**config.mk**
```make
export PLATFORM = sky130hd
export DESIGN_NAME = fp16_mul_top
export DESIGN_NICKNAME = d
export VERILOG_FILES = /design/src/rtl/fp16_mul_pkg.sv /design/src/rtl/fp_classifier.sv /design/src/rtl/mul_special_cases.sv /design/src/rtl/mantissa_multiplier.sv /design/src/rtl/mul_normalizer.sv /design/src/rtl/mul_rounder.sv /design/src/rtl/fp16_mul_top.sv
export SDC_FILE = /design/constraint.sdc
export NUM_CORES = 1
export LEC_CHECK = 0
export BUFFER_PORTS_ARGS = -buffer_cell sky130_fd_sc_hd__buf_2
export CAP_MARGIN = 20
export CORE_ASPECT_RATIO = 0.9
export CORE_UTILIZATION = 35
export CTS_BUF_LIST = sky130_fd_sc_hd__clkbuf_4
export DETAILED_ROUTE_END_ITERATION = 10
export GPL_ROUTABILITY_DRIVEN = 0
export PLACE_DENSITY = 0.57
export SYNTH_ARGS = -nofsm -noshare
export SYNTH_HDL_FRONTEND = slang
export SYNTH_HIERARCHICAL = 1
export SYNTH_SLANG_ARGS = --single-unit
```
**constraint.sdc**
```tcl
create_clock -name clk_i -period 6.1 [get_ports clk_i]
set_input_delay 0.305 -clock clk_i [delete_from_list [all_inputs] [get_ports clk_i]]
set_output_delay 0.305 -clock clk_i [all_outputs]
set_load 0.01 [all_outputs]
```
**src/rtl/fp16_mul_pkg.sv**
```systemverilog
// Types and constants for the three-stage binary16 multiplier
// All widths follow from the IEEE 754 half-precision format
// Rounding mode values match the RISC-V frm encoding; 5 to 7 are not valid
package fp16_mul_pkg;

  // --------------------------------------------------
  // Format constants
  // --------------------------------------------------
  localparam int unsigned EXP_BITS       = 5;
  localparam int unsigned MAN_BITS       = 10;
  localparam int unsigned BIAS           = 15;
  // Mantissa with the hidden bit
  localparam int unsigned PRECISION_BITS = MAN_BITS + 1;
  localparam int unsigned PRODUCT_BITS   = 2 * PRECISION_BITS;
  // Signed internal exponent, holds sums of two exponents and subnormal offsets
  localparam int unsigned EXP_WIDTH      = 7;
  // Leading-zero count over the product, up to PRODUCT_BITS
  localparam int unsigned LZC_WIDTH      = 5;

  // --------------------------------------------------
  // Operand, class and flag types
  // --------------------------------------------------
  typedef struct packed {
    logic                sign;
    logic [EXP_BITS-1:0] exponent;
    logic [MAN_BITS-1:0] mantissa;
  } fp16_t;

  typedef struct packed {
    logic is_zero;
    logic is_subnormal;
    logic is_normal;
    logic is_inf;
    logic is_nan;
    logic is_signalling;
  } fp_info_t;

  // Same bit order as the RISC-V fflags field
  typedef struct packed {
    logic nv;
    logic dz;
    logic of;
    logic uf;
    logic nx;
  } status_t;

  typedef enum logic [2:0] {
    RNE = 3'b000,
    RTZ = 3'b001,
    RDN = 3'b010,
    RUP = 3'b011,
    RMM = 3'b100
  } round_mode_e;

  // Bypass result for NaN and infinity operands
  typedef struct packed {
    logic    is_special;
    fp16_t   result;
    status_t status;
  } special_t;

  // --------------------------------------------------
  // Pipeline payloads
  // --------------------------------------------------
  typedef struct packed {
    logic                        sign;
    logic signed [EXP_WIDTH-1:0] exponent;
    logic [PRODUCT_BITS-1:0]     product;
    round_mode_e                 rnd_mode;
    special_t                    special;
  } prod_stage_t;

  typedef struct packed {
    logic                        sign;
    logic signed [EXP_WIDTH-1:0] exponent;
    // Hidden bit, fraction, then the round bit in bit 0
    logic [PRECISION_BITS:0]     mantissa;
    // First bit below the round bit, kept apart for the tininess check
    logic                        guard;
    logic                        sticky;
    round_mode_e                 rnd_mode;
    special_t                    special;
  } norm_stage_t;

endpackage

```
**src/rtl/fp_classifier.sv**
```systemverilog
// Combinational class decode of both multiplier operands
// A NaN with the top mantissa bit clear counts as signalling
module fp_classifier import fp16_mul_pkg::*; (
  input  fp16_t    operand_a_i,
  input  fp16_t    operand_b_i,
  output fp_info_t info_a_o,
  output fp_info_t info_b_o
);

  // Decode of one operand, shared by both ports
  function automatic fp_info_t classify(fp16_t value);
    logic     exp_zero;
    logic     exp_ones;
    logic     man_zero;
    fp_info_t info;
    exp_zero = (value.exponent == '0);
    exp_ones = (value.exponent == '1);
    man_zero = (value.mantissa == '0);
    info.is_zero      = exp_zero & man_zero;
    info.is_subnormal = exp_zero & ~man_zero;
    info.is_normal    = ~exp_zero & ~exp_ones;
    info.is_inf       = exp_ones & man_zero;
    info.is_nan       = exp_ones & ~man_zero;
    // Quiet bit is the mantissa MSB
    info.is_signalling = exp_ones & ~man_zero & ~value.mantissa[MAN_BITS-1];
    return info;
  endfunction

  assign info_a_o = classify(operand_a_i);
  assign info_b_o = classify(operand_b_i);

endmodule

```
**src/rtl/mul_special_cases.sv**
```systemverilog
// Bypass result for operands the regular datapath cannot handle
// Zeros and finite operands go through the regular path
// NaN results are always the canonical quiet NaN 0x7E00
module mul_special_cases import fp16_mul_pkg::*; (
  input  fp16_t    operand_a_i,
  input  fp16_t    operand_b_i,
  input  fp_info_t info_a_i,
  input  fp_info_t info_b_i,
  output special_t special_o
);

  logic  inf_times_zero;
  logic  any_nan;
  logic  any_snan;
  logic  any_inf;
  fp16_t quiet_nan;

  assign inf_times_zero = (info_a_i.is_inf & info_b_i.is_zero) |
                          (info_a_i.is_zero & info_b_i.is_inf);
  assign any_nan  = info_a_i.is_nan | info_b_i.is_nan;
  assign any_snan = info_a_i.is_signalling | info_b_i.is_signalling;
  assign any_inf  = info_a_i.is_inf | info_b_i.is_inf;

  // Positive sign, all-ones exponent, only the quiet bit set
  assign quiet_nan = '{sign: 1'b0, exponent: '1, mantissa: MAN_BITS'(1) << (MAN_BITS - 1)};

  // --------------------------------------------------
  // Priority: inf * 0, then NaN, then infinity
  // --------------------------------------------------
  always_comb begin : select_special
    special_o.is_special = 1'b0;
    special_o.result     = quiet_nan;
    special_o.status     = '0;
    if (inf_times_zero) begin
      // Invalid even if the other operand looks harmless
      special_o.is_special = 1'b1;
      special_o.status.nv  = 1'b1;
    end else if (any_nan) begin
      special_o.is_special = 1'b1;
      special_o.status.nv  = any_snan;
    end else if (any_inf) begin
      // Signed infinity, exact, no flags
      special_o.is_special = 1'b1;
      special_o.result     = '{
        sign:     operand_a_i.sign ^ operand_b_i.sign,
        exponent: '1,
        mantissa: '0
      };
    end
  end

endmodule

```
**src/rtl/mantissa_multiplier.sv**
```systemverilog
// Pipeline stage 1 of the multiplier
// Exponent stays biased; a subnormal operand counts as encoded exponent 1
// A zero product gets the smallest reachable exponent, 2 - BIAS
// Only the valid bit is reset
module mantissa_multiplier import fp16_mul_pkg::*; (
  input  logic        clk_i,
  input  logic        reset_i,
  input  logic        valid_i,
  input  fp16_t       operand_a_i,
  input  fp16_t       operand_b_i,
  input  fp_info_t    info_a_i,
  input  fp_info_t    info_b_i,
  input  round_mode_e rnd_mode_i,
  input  special_t    special_i,
  output logic        valid_o,
  output prod_stage_t stage_o
);

  logic [PRECISION_BITS-1:0]   mantissa_a;
  logic [PRECISION_BITS-1:0]   mantissa_b;
  logic signed [EXP_WIDTH-1:0] exponent_a;
  logic signed [EXP_WIDTH-1:0] exponent_b;
  prod_stage_t                 stage_d;
  logic                        valid_q;
  prod_stage_t                 stage_q;

  // Hidden bit only for normal operands
  assign mantissa_a = {info_a_i.is_normal, operand_a_i.mantissa};
  assign mantissa_b = {info_b_i.is_normal, operand_b_i.mantissa};

  // Subnormals share the exponent of the smallest normal
  assign exponent_a = EXP_WIDTH'(operand_a_i.exponent) + EXP_WIDTH'(info_a_i.is_subnormal);
  assign exponent_b = EXP_WIDTH'(operand_b_i.exponent) + EXP_WIDTH'(info_b_i.is_subnormal);

  always_comb begin : form_product
    stage_d.sign    = operand_a_i.sign ^ operand_b_i.sign;
    // 11 x 11 bits, binary point below bit 20
    stage_d.product = mantissa_a * mantissa_b;
    if (info_a_i.is_zero || info_b_i.is_zero) begin
      stage_d.exponent = EXP_WIDTH'(2) - EXP_WIDTH'(BIAS);
    end else begin
      stage_d.exponent = exponent_a + exponent_b - EXP_WIDTH'(BIAS);
    end
    stage_d.rnd_mode = rnd_mode_i;
    stage_d.special  = special_i;
  end

  // --------------------------------------------------
  // Stage 1 registers
  // --------------------------------------------------
  always_ff @(posedge clk_i) begin
    if (reset_i) begin
      valid_q <= 1'b0;
    end else begin
      valid_q <= valid_i;
    end
  end

  // Payload loads every cycle
  always_ff @(posedge clk_i) begin
    stage_q <= stage_d;
  end

  assign valid_o = valid_q;
  assign stage_o = stage_q;

endmodule

```
**src/rtl/mul_normalizer.sv**
```systemverilog
// Pipeline stage 2 of the multiplier
// Result exponent is never below 0; subnormal results carry exponent 0
// The right shift is at most 13 places, so no product bit falls off the padding
// Only the valid bit is reset
module mul_normalizer import fp16_mul_pkg::*; (
  input  logic        clk_i,
  input  logic        reset_i,
  input  logic        valid_i,
  input  prod_stage_t stage_i,
  output logic        valid_o,
  output norm_stage_t stage_o
);

  // Room below the product for bits moved out by a right shift
  localparam int unsigned PAD_BITS = 16;
  localparam int unsigned EXT_BITS = PRODUCT_BITS + PAD_BITS;

  logic [LZC_WIDTH-1:0]        lead_zeros;
  logic signed [EXP_WIDTH-1:0] exp_prod;
  logic signed [EXP_WIDTH-1:0] exp_norm;
  logic signed [EXP_WIDTH-1:0] exp_final;
  logic                        prod_zero;
  logic                        shift_right;
  logic [LZC_WIDTH-1:0]        shamt;
  logic [EXT_BITS-1:0]         extended;
  logic [EXT_BITS-1:0]         shifted;
  norm_stage_t                 stage_d;
  logic                        valid_q;
  norm_stage_t                 stage_q;

  assign exp_prod  = stage_i.exponent;
  assign prod_zero = (stage_i.product == '0);

  // --------------------------------------------------
  // Leading-zero count
  // --------------------------------------------------
  // Highest set bit wins, all zeros gives PRODUCT_BITS
  always_comb begin : count_zeros
    lead_zeros = LZC_WIDTH'(PRODUCT_BITS);
    for (int i = 0; i < PRODUCT_BITS; i++) begin
      if (stage_i.product[i]) begin
        lead_zeros = LZC_WIDTH'(PRODUCT_BITS - 1 - i);
      end
    end
  end

  // Product bit 21 weighs 2^1, hence the +1
  assign exp_norm = exp_prod + 1 - $signed(EXP_WIDTH'(lead_zeros));

  // --------------------------------------------------
  // Shift selection
  // --------------------------------------------------
  always_comb begin : shift_select
    if (!prod_zero && (exp_norm > 0)) begin
      // Normal result, remove all leading zeros
      shift_right = 1'b0;
      shamt       = lead_zeros;
      exp_final   = exp_norm;
    end else if (exp_prod >= 0) begin
      // Subnormal, cap the shift at the minimum exponent
      shift_right = 1'b0;
      shamt       = exp_prod[LZC_WIDTH-1:0];
      exp_final   = '0;
    end else begin
      // Already below the minimum exponent
      shift_right = 1'b1;
      shamt       = LZC_WIDTH'(-exp_prod);
      exp_final   = '0;
    end
  end

  assign extended = {stage_i.product, {PAD_BITS{1'b0}}};
  assign shifted  = shift_right ? (extended >> shamt) : (extended << shamt);

  always_comb begin : pack_stage
    stage_d.sign     = stage_i.sign;
    stage_d.exponent = exp_final;
    // Hidden bit, 10 fraction bits and the round bit
    stage_d.mantissa = shifted[EXT_BITS-1 -: PRECISION_BITS+1];
    stage_d.guard    = shifted[EXT_BITS-PRECISION_BITS-2];
    stage_d.sticky   = |shifted[EXT_BITS-PRECISION_BITS-3:0];
    stage_d.rnd_mode = stage_i.rnd_mode;
    stage_d.special  = stage_i.special;
  end

  // --------------------------------------------------
  // Stage 2 registers
  // --------------------------------------------------
  always_ff @(posedge clk_i) begin
    if (reset_i) begin
      valid_q <= 1'b0;
    end else begin
      valid_q <= valid_i;
    end
  end

  always_ff @(posedge clk_i) begin
    stage_q <= stage_d;
  end

  assign valid_o = valid_q;
  assign stage_o = stage_q;

endmodule

```
**src/rtl/mul_rounder.sv**
```systemverilog
// Pipeline stage 3 of the multiplier, drives the block outputs
// Underflow uses tininess after rounding, as RISC-V requires
// Mode encodings 5 to 7 truncate
// Only the valid bit is reset
module mul_rounder import fp16_mul_pkg::*; (
  input  logic        clk_i,
  input  logic        reset_i,
  input  logic        valid_i,
  input  norm_stage_t stage_i,
  output logic        valid_o,
  output fp16_t       result_o,
  output status_t     status_o
);

  localparam int unsigned ABS_BITS = EXP_BITS + MAN_BITS;

  logic signed [EXP_WIDTH-1:0] exp_in;
  logic                        of_before;
  logic                        of_after;
  logic [ABS_BITS-1:0]         pre_abs;
  logic [1:0]                  round_sticky;
  logic                        round_up;
  logic [ABS_BITS-1:0]         rounded_abs;
  logic                        tiny;
  fp16_t                       regular_result;
  status_t                     regular_status;
  logic                        valid_q;
  fp16_t                       result_q;
  status_t                     status_q;

  assign exp_in = stage_i.exponent;

  // Exponent is never negative here
  assign of_before = exp_in >= EXP_WIDTH'(2**EXP_BITS - 1);

  // On overflow use the largest finite value with R and S set
  assign pre_abs = of_before ? {EXP_BITS'(2**EXP_BITS - 2), {MAN_BITS{1'b1}}}
                             : {exp_in[EXP_BITS-1:0], stage_i.mantissa[MAN_BITS:1]};
  assign round_sticky = of_before ? 2'b11
                                  : {stage_i.mantissa[0], stage_i.guard | stage_i.sticky};

  // --------------------------------------------------
  // Rounding
  // --------------------------------------------------
  always_comb begin : round_decision
    case (stage_i.rnd_mode)
      // Ties go to the even LSB
      RNE:     round_up = round_sticky[1] & (round_sticky[0] | pre_abs[0]);
      RTZ:     round_up = 1'b0;
      RDN:     round_up = (|round_sticky) & stage_i.sign;
      RUP:     round_up = (|round_sticky) & ~stage_i.sign;
      RMM:     round_up = round_sticky[1];
      default: round_up = 1'b0;
    endcase
  end

  // A carry out of the fraction bumps the exponent field
  assign rounded_abs = pre_abs + ABS_BITS'(round_up);
  assign of_after    = (rounded_abs[ABS_BITS-1 -: EXP_BITS] == '1);

  // Tiny after rounding; 0x3FF rounded up to the smallest normal is still tiny
  // unless rounding at one more bit of precision would also have carried
  assign tiny = (rounded_abs[ABS_BITS-1 -: EXP_BITS] == '0) ||
                ((pre_abs[ABS_BITS-1 -: EXP_BITS] == '0) &&
                 (rounded_abs[ABS_BITS-1 -: EXP_BITS] == EXP_BITS'(1)) &&
                 ((round_sticky != 2'b11) ||
                  (!stage_i.guard && ((stage_i.rnd_mode == RNE) ||
                                      (stage_i.rnd_mode == RMM)))));

  // --------------------------------------------------
  // Result and flags
  // --------------------------------------------------
  assign regular_result    = {stage_i.sign, rounded_abs};
  assign regular_status.nv = 1'b0;
  // No division in this unit
  assign regular_status.dz = 1'b0;
  assign regular_status.of = of_before | of_after;
  assign regular_status.nx = (|round_sticky) | of_before | of_after;
  assign regular_status.uf = tiny & regular_status.nx;

  always_ff @(posedge clk_i) begin
    if (reset_i) begin
      valid_q <= 1'b0;
    end else begin
      valid_q <= valid_i;
    end
  end

  // Special bypass wins over the regular datapath
  always_ff @(posedge clk_i) begin
    result_q <= stage_i.special.is_special ? stage_i.special.result : regular_result;
    status_q <= stage_i.special.is_special ? stage_i.special.status : regular_status;
  end

  assign valid_o  = valid_q;
  assign result_o = result_q;
  assign status_o = status_q;

endmodule

```
**src/rtl/fp16_mul_top.sv**
```systemverilog
// Pipelined binary16 multiplier with RISC-V rounding and flags
// Fixed latency of three cycles, one operation per cycle
// No back-pressure; each result is shown for one cycle only
// reset_i is synchronous and clears the valid bits only
module fp16_mul_top import fp16_mul_pkg::*; (
  input  logic        clk_i,
  input  logic        reset_i,
  input  logic        valid_i,
  input  fp16_t       operand_a_i,
  input  fp16_t       operand_b_i,
  input  round_mode_e rnd_mode_i,
  output logic        valid_o,
  output fp16_t       result_o,
  output status_t     status_o
);

  fp_info_t    info_a;
  fp_info_t    info_b;
  special_t    special;
  logic        prod_valid;
  prod_stage_t prod_stage;
  logic        norm_valid;
  norm_stage_t norm_stage;

  // --------------------------------------------------
  // Input decode, combinational
  // --------------------------------------------------
  fp_classifier fp_classifier_inst (
    .operand_a_i (operand_a_i),
    .operand_b_i (operand_b_i),
    .info_a_o    (info_a),
    .info_b_o    (info_b)
  );

  mul_special_cases mul_special_cases_inst (
    .operand_a_i (operand_a_i),
    .operand_b_i (operand_b_i),
    .info_a_i    (info_a),
    .info_b_i    (info_b),
    .special_o   (special)
  );

  // --------------------------------------------------
  // Three register stages
  // --------------------------------------------------
  mantissa_multiplier mantissa_multiplier_inst (
    .clk_i       (clk_i),
    .reset_i     (reset_i),
    .valid_i     (valid_i),
    .operand_a_i (operand_a_i),
    .operand_b_i (operand_b_i),
    .info_a_i    (info_a),
    .info_b_i    (info_b),
    .rnd_mode_i  (rnd_mode_i),
    .special_i   (special),
    .valid_o     (prod_valid),
    .stage_o     (prod_stage)
  );

  mul_normalizer mul_normalizer_inst (
    .clk_i   (clk_i),
    .reset_i (reset_i),
    .valid_i (prod_valid),
    .stage_i (prod_stage),
    .valid_o (norm_valid),
    .stage_o (norm_stage)
  );

  mul_rounder mul_rounder_inst (
    .clk_i    (clk_i),
    .reset_i  (reset_i),
    .valid_i  (norm_valid),
    .stage_i  (norm_stage),
    .valid_o  (valid_o),
    .result_o (result_o),
    .status_o (status_o)
  );

endmodule

```
==> impl_metrics.toml <==
[sta]
fin_hold_ws_ns = 0.164
tns_ns = 0
max_freq_mhz = 177
setup_violations = 0
final.setup_skew_ns = 0.0265
finalHoldViolCount = 0
finalCritPeriodShare_pct = 92.4
rsz0062_at_grt = "false"
slew_headroom_pct = 53.4
finalMaxSlewViolations = 0
worst_slew_pin_slew_ns = 0.699
min_period_ns = 5.63

[place]
place_area_sq_mm = 0.0120
dpl.hpwl_um = 22800
io_buffer_count = 59

[synth]
yosysWarningCount = 6
syn_avg_cell_area_sq_um = 8.23
syn_area_sq_mm = 0.0114
synth_cells = 1385

[clock_tree]
cts_buffers = 17
cts_htree_levels = 4
cts.clk_slew.worst_paths_ns = 0.13
cts_sinks = 125
clockBufferDepth = 2
root_buffer = "clkbuf_4"
cts_tree = "built"
insertion_delay_ns = 0.54

[floorplan]
core_area_sq_mm = 0.0320
row_count = 62
die_height_um = 173
ios = 60
fp.dieArea_sq_mm = 0.0333
initial_utilization_pct = 35.7
die_x_um = 192

[detailed_routing]
met3WireLength_um = 1570
ant_nets = 0
wl_met2_um = 13100
routed-via-count = 9742
dr.pass1.iters = 5
wl_per_cell_um = 15.8
drt_wl_total_um = 29100
via_per_inst = 5.29
drt_iter0_drc = 721
topRoutingLayerUsed = "met4"
drc = 0
m1WireLength_um = 14000

[final_layout]
fillerInstances = 3323
register_area_sq_mm = 0.00250
nets = 1612
syn2layout_area_growth_pct = 8.26
multi_input_area_sq_mm = 0.00789
post-route-util_pct = 38.6
stdcell_area_sq_mm = 0.0123
drive_gt1_share_pct = 12.3

[critical_path]
critPathKind = "flop to flop"
critPathLaunchType = "flop"
cp.required_ns = 6.52
end_kind = "flop"
cp.arrival_ns = 6.05
critPathMaxFanout = 11

[min_path]
hp-class = "primary input to flop"

[grt]
grt_max_degree = 33
antenna_found_initial = 1
grt-ovfl-total = 0
grt_first_pass_wirelength_um = 49000
grt_use_total_pct = 18.2
grt_pass1_vias = 9704

[flow_run]
drv_cap = 0

[status]
outcome = "finished, final reports clean"
-- path summary, 6_finish.rpt --
path,start,end,slack (ns),cells past startpoint
setup / recovery,mantissa_multiplier_inst/stage_o[33],mul_normalizer_inst/stage_o[25],0.47,22
hold reg to reg,mantissa_multiplier_inst/stage_o[15],mul_normalizer_inst/stage_o[15],0.32,0
hold / removal,operand_a_i[0],mantissa_multiplier_inst/stage_o[25],0.16,2
setup reg to reg,mantissa_multiplier_inst/stage_o[33],mul_normalizer_inst/stage_o[25],0.47,22
-- area by class of cell --
type / count / share of cell area [%]
clock buffer: 17 / 1.03
antenna: 2 / 0.0405
clock inverter: 15 / 1.37
tap: 416 / 4.22
timing repair buffer: 93 / 4.60
sequential: 125 / 20.3
inverter: 149 / 4.53
multi-input combinational: 1023 / 63.9
-- per-layer routing --
metal | vias up | global-route usage [%]
met4 | 0 | 4.76
met2 | 308 | 28.6
met1 | 4655 | 25.7
met3 | 38 | 2.81
li1 | 4741 | -
met5 | - | 0
-- per-stage QoR --
step           instances  worst slack (ns)
4_1_cts             1838             0.470
3_5_place_dp        1799             0.402
3_3_place_gp        1799             0.465
5_1_grt             1840           0.00690
2_1_floorplan       1401             0.814
6_report            1840             0.465
-- sequential cells by signal, summed over array words and instances (netlist names) --
register,count
mantissa_multiplier_inst/stage_o,55
mantissa_multiplier_inst/valid_o,1
mul_normalizer_inst/stage_o,46
mul_normalizer_inst/valid_o,1
mul_rounder_inst/result_o,16
mul_rounder_inst/status_o,5
mul_rounder_inst/valid_o,1
-- cells in the final DEF, fill, tap and decap left out, drive strengths merged, types with 22 or more instances in the layout --
master / count
a211oi: 25
a21oi: 78
and2: 81
buf: 86
dfxtp: 125
fa: 83
ha: 82
inv: 159
mux2i: 22
nand2: 158
nand3: 27
nor2: 102
nor3: 28
o21ai: 54
-- worst max-delay path, cell delays in order, from the launching register on --
cell and delay, ns:
dfxtp_1 0.63, nor2_1 0.09, o311ai_0 0.28, a21oi_1 0.09, nor2_1 0.19, inv_1 0.13, ha_1 0.29, inv_1 0.04
ha_1 0.21, fa_1 0.46, a21o_1 0.17, a21oi_1 0.18, xnor2_1 0.20, o211ai_1 0.28, o21ai_1 0.38, a21boi_0 0.29
or4_1 0.49, o221ai_2 0.26, inv_2 0.07, o32ai_2 0.25, nand4b_1 0.15, nor4_2 0.23, o221ai_1 0.15
-- what timing repair did --
action                                  CTS  global route
setup buffers                             0             0
gates resized for setup                   0             6
hold endpoints to repair                  7             0
endpoints found under the setup margin    0             2
hold buffers                              7             0
Power is left out: the tool's default activity adds up to more than one toggle a clock period on the data nets, which glitch-free logic cannot reach.
